===== src/proc_pkg.sv =====
// Opcodes sit in bits 31:26; any opcode outside 1..7 decodes as a NOP
`default_nettype none

package proc_pkg;

    // Instruction opcodes, every other value is a NOP
    typedef enum logic [5:0] {
        op_add   = 6'd1,
        op_sub   = 6'd2,
        op_and   = 6'd3,
        op_or    = 6'd4,
        op_xor   = 6'd5,
        op_load  = 6'd6,
        op_store = 6'd7
    } opcode_t;

    typedef struct packed {
        opcode_t     opcode;  // Bits 31:26
        logic [3:0]  rd;      // Destination and first source
        logic [3:0]  rs;      // Second source
        logic [17:0] unused;
    } reg_form_t;

    typedef struct packed {
        opcode_t     opcode;
        logic [3:0]  rd;      // Load target
        logic [3:0]  unused;  // Bits 21:18, not part of the immediate
        logic [17:0] imm;     // Zero-extended on use
    } imm_form_t;

    // One instruction word, two views of it
    typedef union packed {
        reg_form_t reg_f;
        imm_form_t imm_f;
    } instr_u;

    typedef enum logic [1:0] {
        st_idle   = 2'd0,
        st_decode = 2'd1,
        st_exec   = 2'd2,
        st_done   = 2'd3
    } seq_state_t;

    localparam logic [31:0] pc_step = 32'd4;  // Bytes per instruction

endpackage

`default_nettype wire


===== src/exec_unit.sv =====
// Purely combinational; the instruction must stay stable until the sequencer has latched the result
`default_nettype none
`timescale 1ns/1ps

module exec_unit (
    input  proc_pkg::instr_u instruction,
    output logic [3:0]       rd_addr_a,
    output logic [3:0]       rd_addr_b,
    input  logic [31:0]      rd_data_a,
    input  logic [31:0]      rd_data_b,
    output logic [31:0]      alu_value,
    output logic             sets_zero,
    output logic             wr_req,
    output logic [3:0]       wr_addr,
    output logic [31:0]      wr_data
);

    import proc_pkg::*;

    logic [31:0] imm_ext;

    // Register form addresses the two read ports
    assign rd_addr_a = instruction.reg_f.rd;
    assign rd_addr_b = instruction.reg_f.rs;

    // Immediate form feeds the LOAD path
    assign imm_ext = {14'd0, instruction.imm_f.imm};
    assign wr_addr = instruction.imm_f.rd;
    assign wr_data = imm_ext;  // Only LOAD writes the file

    always_comb begin
        alu_value = '0;  // NOP default
        sets_zero = 1'b0;
        wr_req    = 1'b0;
        case (instruction.reg_f.opcode)
            op_add: begin
                alu_value = rd_data_a + rd_data_b;  // Wraps modulo 2^32
                sets_zero = 1'b1;
            end
            op_sub: begin
                alu_value = rd_data_a - rd_data_b;
                sets_zero = 1'b1;
            end
            op_and: begin
                alu_value = rd_data_a & rd_data_b;
                sets_zero = 1'b1;
            end
            op_or: begin
                alu_value = rd_data_a | rd_data_b;
                sets_zero = 1'b1;
            end
            op_xor: begin
                alu_value = rd_data_a ^ rd_data_b;
                sets_zero = 1'b1;
            end
            op_load: begin
                alu_value = imm_ext;  // Reported and written back
                wr_req    = 1'b1;
            end
            op_store: begin
                alu_value = rd_data_a;  // Register rd as is
            end
            default: begin
                alu_value = '0;
            end
        endcase
    end

endmodule

`default_nettype wire


===== src/op_sequencer.sv =====
// instr_valid is sampled only in idle; pulses while busy are dropped and never queued
`default_nettype none
`timescale 1ns/1ps

module op_sequencer #(
    parameter logic [31:0] pc_reset_value = 32'h0
) (
    input  logic        clk,
    input  logic        rst,
    input  logic        instr_valid,
    input  logic [31:0] alu_value,
    input  logic        sets_zero,
    input  logic        wr_req,
    output logic        wr_en,
    output logic [31:0] result,
    output logic        zero_flag,
    output logic        proc_ready,
    output logic [31:0] program_counter
);

    import proc_pkg::*;

    seq_state_t state;
    logic       accept;
    logic       alu_is_zero;

    assign accept      = (state == st_idle) && instr_valid;
    assign alu_is_zero = (alu_value == '0);  // The only zero test in the design

    // One write edge per instruction
    assign wr_en = wr_req && (state == st_exec);

    always_ff @(posedge clk or posedge rst) begin
        if (rst) begin
            state           <= st_idle;
            result          <= '0;
            zero_flag       <= 1'b0;
            proc_ready      <= 1'b0;
            program_counter <= pc_reset_value;
        end else begin
            case (state)
                st_idle: begin
                    if (accept) begin
                        proc_ready      <= 1'b0;
                        program_counter <= program_counter + pc_step;  // Once per accept
                        state           <= st_decode;
                    end
                end
                st_decode: begin
                    state <= st_exec;  // Read data settle here
                end
                st_exec: begin
                    result     <= alu_value;
                    proc_ready <= 1'b1;
                    if (sets_zero) begin
                        zero_flag <= alu_is_zero;  // Flag of the new result
                    end
                    state <= st_done;
                end
                st_done: begin
                    state <= st_idle;
                end
                default: begin
                    state <= st_idle;
                end
            endcase
        end
    end

    // Execute unit outputs are latched in exec
    a_exec_inputs_known : assert property (
        @(posedge clk) disable iff (rst)
        (state == st_exec) |-> !$isunknown({alu_value, sets_zero, wr_req})
    ) else $error("op_sequencer: unknown execute unit output at latch");

    // Ready comes back three edges after the accepting edge
    a_ready_latency : assert property (
        @(posedge clk) disable iff (rst)
        $rose(proc_ready) |-> $past(accept, 3)
    ) else $error("op_sequencer: proc_ready rose without an accept three edges before");

endmodule

`default_nettype wire


===== src/proc_host_top.sv =====
// One instruction in flight; hold instruction stable from accept until proc_ready rises
`default_nettype none
`timescale 1ns/1ps

module proc_host_top #(
    parameter logic [31:0] pc_reset_value = 32'h0
) (
    input  logic             clk,
    input  logic             rst,
    input  proc_pkg::instr_u instruction,
    input  logic             instr_valid,
    output logic [31:0]      result,
    output logic             zero_flag,
    output logic             proc_ready,
    output logic [31:0]      program_counter
);

    logic [3:0]  rd_addr_a;
    logic [3:0]  rd_addr_b;
    logic [31:0] rd_data_a;
    logic [31:0] rd_data_b;
    logic [31:0] alu_value;
    logic        sets_zero;
    logic        wr_req;
    logic        wr_en;   // wr_req gated by the sequencer
    logic [3:0]  wr_addr;
    logic [31:0] wr_data;

    reg_file u_reg_file (
        .clk       (clk),
        .rst       (rst),
        .rd_addr_a (rd_addr_a),
        .rd_addr_b (rd_addr_b),
        .rd_data_a (rd_data_a),
        .rd_data_b (rd_data_b),
        .wr_en     (wr_en),
        .wr_addr   (wr_addr),
        .wr_data   (wr_data)
    );

    exec_unit u_exec_unit (
        .instruction (instruction),
        .rd_addr_a   (rd_addr_a),
        .rd_addr_b   (rd_addr_b),
        .rd_data_a   (rd_data_a),
        .rd_data_b   (rd_data_b),
        .alu_value   (alu_value),
        .sets_zero   (sets_zero),
        .wr_req      (wr_req),
        .wr_addr     (wr_addr),
        .wr_data     (wr_data)
    );

    op_sequencer #(
        .pc_reset_value (pc_reset_value)
    ) u_op_sequencer (
        .clk             (clk),
        .rst             (rst),
        .instr_valid     (instr_valid),
        .alu_value       (alu_value),
        .sets_zero       (sets_zero),
        .wr_req          (wr_req),
        .wr_en           (wr_en),
        .result          (result),
        .zero_flag       (zero_flag),
        .proc_ready      (proc_ready),
        .program_counter (program_counter)
    );

endmodule

`default_nettype wire


===== src/reg_file.sv =====
// Reads are combinational and a write lands on the edge where wr_en is high; no write bypass
`default_nettype none
`timescale 1ns/1ps

module reg_file (
    input  logic        clk,
    input  logic        rst,
    input  logic [3:0]  rd_addr_a,
    input  logic [3:0]  rd_addr_b,
    output logic [31:0] rd_data_a,
    output logic [31:0] rd_data_b,
    input  logic        wr_en,
    input  logic [3:0]  wr_addr,
    input  logic [31:0] wr_data
);

    logic [31:0] regs [16];

    // All sixteen registers come up as zero
    always_ff @(posedge clk or posedge rst) begin
        if (rst) begin
            for (int i = 0; i < 16; i++) begin
                regs[i] <= '0;
            end
        end else if (wr_en) begin
            regs[wr_addr] <= wr_data;  // Single write port
        end
    end

    assign rd_data_a = regs[rd_addr_a];  // First source, also STORE source
    assign rd_data_b = regs[rd_addr_b];

    // The write data come from the execute unit's decode, through the sequencer's gate
    a_wr_data_known : assert property (
        @(posedge clk) disable iff (rst)
        wr_en |-> !$isunknown({wr_addr, wr_data})
    ) else $error("reg_file: write with unknown address or data");

endmodule

`default_nettype wire


===== config.mk =====
export PLATFORM = sky130hd
export DESIGN_NAME = proc_host_top
export DESIGN_NICKNAME = d
export VERILOG_FILES = /design/src/proc_pkg.sv /design/src/exec_unit.sv /design/src/op_sequencer.sv /design/src/proc_host_top.sv /design/src/reg_file.sv
export SDC_FILE = /design/constraint.sdc
export NUM_CORES = 1
export LEC_CHECK = 0
export BUFFER_PORTS_ARGS = -buffer_cell sky130_fd_sc_hd__buf_2
export CORE_MARGIN = 1
export CORE_UTILIZATION = 67
export CTS_BUF_LIST = sky130_fd_sc_hd__clkbuf_2
export CTS_CLUSTER_DIAMETER = 60
export DETAILED_ROUTE_END_ITERATION = 10
export GPL_ROUTABILITY_DRIVEN = 0
export GPL_TIMING_DRIVEN = 0
export PLACE_DENSITY = 0.88
export SLEW_MARGIN = 25
export SYNTH_ARGS = -nofsm -noshare
export SYNTH_HDL_FRONTEND = slang
export SYNTH_SLANG_ARGS = --single-unit
export TNS_END_PERCENT = 50

===== constraint.sdc =====
create_clock -name clk -period 36.7 [get_ports clk]
set_clock_uncertainty 0.15 [all_clocks]
set_input_delay 7.34 -clock clk [delete_from_list [all_inputs] [get_ports clk]]
set_output_delay 7.34 -clock clk [all_outputs]
set_load 0.01 [all_outputs]

==> metrics.yaml <==
floorplanning:
  die_w_um: 176
  num_io_pins: 101
  die-area_um2: 31200
  coreArea_um2: 29800
  rows: 63
  start_util: 0.685
  fp.dieH_um: 176
finish:
  instances_no_fill: 2164
  drive_gt1_frac: 0.425
  final_util: 0.749
  multi_input_area_um2: 10900
  nNetsFinal: 1806
  num-fill-cells: 1789
  seq_area_um2: 8860
  final_cell_mix: "354 x dfrtp_1, 297 x mux2_2, 153 x mux4_2, 129 x clkbuf_2, 123 x buf_2"
  final_common_cell: "dfrtp_1"
  syn2layout_area_growth_pct: 9.41
clocking:
  cts_resized: 0
  numCtsBuffers: 90
  clkTransAtPathRegs_ns: 0.10
  clk_latency_ns: 0.97
  htree_levels: 3
  cts-hold-fix-buffers: 0
  clock_path_buffers: 3
  clockRootBuffer: "clkbuf_2"
  cts_setup_buffers: 0
  clkSinkCount: 354
  cts_tree: "yes"
critical_path:
  worstRegToRegCells: 19
  cpMaxStageDelayCell: "clkbuf_1"
  crit_path_max_incr_delay_ns: 0.83
  startpoint_type: "input port"
  ff2ff_setup_slack_ns: 30.66
  crit_type: "in -> reg"
  arrival_ns: 13.98
  cp_cell_sequence: "buf_6 -> buf_2 -> clkbuf_1 -> mux4_2 -> a22oi_1 -> nand2_1 -> nor2_1 -> nand3_1 -> nand2_1 -> nand2_1 -> xnor2_1 -> ha_1 -> clkbuf_1 -> a21o_1 -> a221oi_1 -> o21ai_0 -> a2111oi_0 -> nor2_1 -> a211oi_1 -> o21bai_1 -> and2_1 -> o21ai_2 -> o21a_1"
  end_kind: "flip-flop"
  crit_family: "compound AO/OA/AOI/OAI gates"
  path_max_fanout: 10
  path_common_cell: "nand2_1"
  reg2reg_to: "u_op_sequencer.result[28]$_DFFE_PP0P_"
  critical_path_buf_inv_count: 4
  timing.rr.start: "u_reg_file.regs[487]$_DFFE_PP0P_"
  cp.required_ns: 37.43
yosys:
  yosysWarningCount: 0
  postSynthAreaPerCell_um2: 13.4
  async_flop_share: 1.00
  synth-edff-count: 0
  synth-seq-cells: 354
  synth_ff_type: "dfrtp_1"
  synthCells: 1523
  yosysSeqAreaShare: 0.434
  synth_area_um2: 20400
  yosysUniqueCellTypes: 71
timing:
  fmax_ghz: 0.0755
  max_slew_margin: 0.225
  rsz0062_at_grt: "false"
  worstMarginPinSlew_ns: 1.16
  min_period_ns: 13.25
  whs_ns: 0.328
  finalCritPeriodShare: 0.361
  drv_slew: 0
  setup_ws_ns: 23.45
  setup_violations: 0
  finalHoldViolCount: 0
  setup_tns_ns: 0
pwr:
  clkPwrFrac: 0.324
  p_seq_frac: 0.498
  combPwrFrac: 0.177
  swShare: 0.319
  powerDensity_nw_per_um2: 38.5
  ir_worst_vdd_v: 0.0000186
  switchingPower_w: 0.000274
  p_int_w: 0.000586
  p_leak_nw: 10.7
route:
  route.detailed.drc: 0
  dr.pass1.iters: 8
  drt_wl_total_mm: 58.5
  avgViaCountPerCell: 7.15
  vias: 15500
  wl_per_cell_um: 27.1
  ant_nets: 0
  detail_route.iter0.violations: 1897
place:
  place_inst: 2010
  hpwl_mm: 40.4
  portBuffers: 92
  place_ws_ns: 22.78
hold_path:
  hp-class: "reg -> reg"
  hold_path.startpoint: "u_op_sequencer.program_counter[31]$_DFFE_PP0P_"
  holdPathEnd: "u_op_sequencer.program_counter[31]$_DFFE_PP0P_"
  hold_path_depth: 1
run_status:
  outcome: "finished, final reports clean"
global_routing:
  grt_overflow: 0
  grt_first_pass_wirelength_mm: 90.4
  antenna_found_initial: 1
  grt_start_max_net_pins: 103
  grt_use_total: 0.390
  grt_pass1_vias: 15800
run:
  cap_violations: 0
power by group through the flow:
| stage | sequential (W) | clock, W | combinational, W |
|---|---|---|---|
| after detailed placement | 0.000435 | 0 | 0.000150 |
| after global routing | 0.000430 | 0.000300 | 0.000166 |
| after floorplan | 0.000440 | 0 | 0.0000920 |
| after CTS | 0.000428 | 0.000278 | 0.000151 |
| final | 0.000428 | 0.000279 | 0.000153 |
| after global placement | 0.000434 | 0 | 0.000143 |
how the worst max path moves through the flow:
stage,to,start,depth (start not counted)
floorplan,u_op_sequencer.proc_ready$_DFFE_PP0P_,rst,1
global placement,u_reg_file.regs[2]$_DFFE_PP0P_,rst,2
detailed placement,u_op_sequencer.result[30]$_DFFE_PP0P_,instruction[18],23
CTS,u_op_sequencer.result[30]$_DFFE_PP0P_,instruction[18],23
global route,u_op_sequencer.result[28]$_DFFE_PP0P_,instruction[18],23
finish,u_op_sequencer.result[28]$_DFFE_PP0P_,instruction[18],23
cell usage after synthesis, types with 8 or more instances:
| cell type | instances | area (um2) |
|---|---|---|
| nand2_1 | 56 | 210 |
| mux2_2 | 297 | 3340 |
| nor2b_1 | 12 | 75.1 |
| nand3_1 | 23 | 115 |
| xnor2_1 | 42 | 368 |
| clkbuf_1 | 59 | 221 |
| nor2_1 | 70 | 263 |
| a22oi_1 | 18 | 135 |
| ha_1 | 58 | 726 |
| mux4_2 | 153 | 3450 |
| xor2_1 | 12 | 105 |
| buf_1 | 11 | 41.3 |
| nand4_1 | 12 | 75.1 |
| mux2i_1 | 17 | 170 |
| nand2b_1 | 8 | 50.1 |
| inv_1 | 51 | 191 |
| and3_1 | 12 | 75.1 |
| o211ai_1 | 8 | 60.1 |
| a21oi_1 | 35 | 175 |
| nor3_1 | 12 | 60.1 |
| o21a_1 | 16 | 120 |
| o21ai_0 | 23 | 115 |
| a211oi_1 | 13 | 97.6 |
| dfrtp_1 | 354 | 8860 |
| o22ai_1 | 8 | 50.1 |
| buf_2 | 31 | 155 |
metrics by stage:
step | instance area (um2) | power, W
after floorplan | 20400 | 0.000532
after global placement | 21400 | 0.000576
after detailed placement | 21500 | 0.000586
after CTS | 22300 | 0.000857
after global routing | 22300 | 0.000896
final | 22300 | 0.000859
metal layers:
layer / track usage / share of wire
met1: 0.480 / 0.35
met2: 0.594 / 0.46
met3: 0.134 / 0.13
met4: 0.241 / 0.063
met5: 0 / 0
registers in the layout (all words and copies together) (netlist names):
register and flops:
u_reg_file.regs 288, u_op_sequencer.proc_ready 1, u_op_sequencer.zero_flag 1, u_op_sequencer.program_counter 30, u_op_sequencer.result 32, u_op_sequencer.state 2
kinds of logic after synthesis:
group	share of synthesized area
fa+ha+maj	0.0366
other cells	0.000184
compound gates	0.0668
buf+inv	0.0317
mux	0.350
simple gates	0.0578
xor+xnor	0.0232
flops	0.434
area by class of cell:
| class | count | area share |
|---|---|---|
| repair buffers | 96 | 0.0247 |
| well taps | 390 | 0.0219 |
| clock buffers | 127 | 0.0285 |
| flip-flops and latches | 354 | 0.397 |
| inverters | 51 | 0.00891 |
| clock inverters | 26 | 0.00835 |
| plain buffers | 105 | 0.0205 |
| multi-input cells | 1014 | 0.490 |
| diodes | 1 | 0.000112 |
Note: power is estimated with default switching activity, not from simulation.
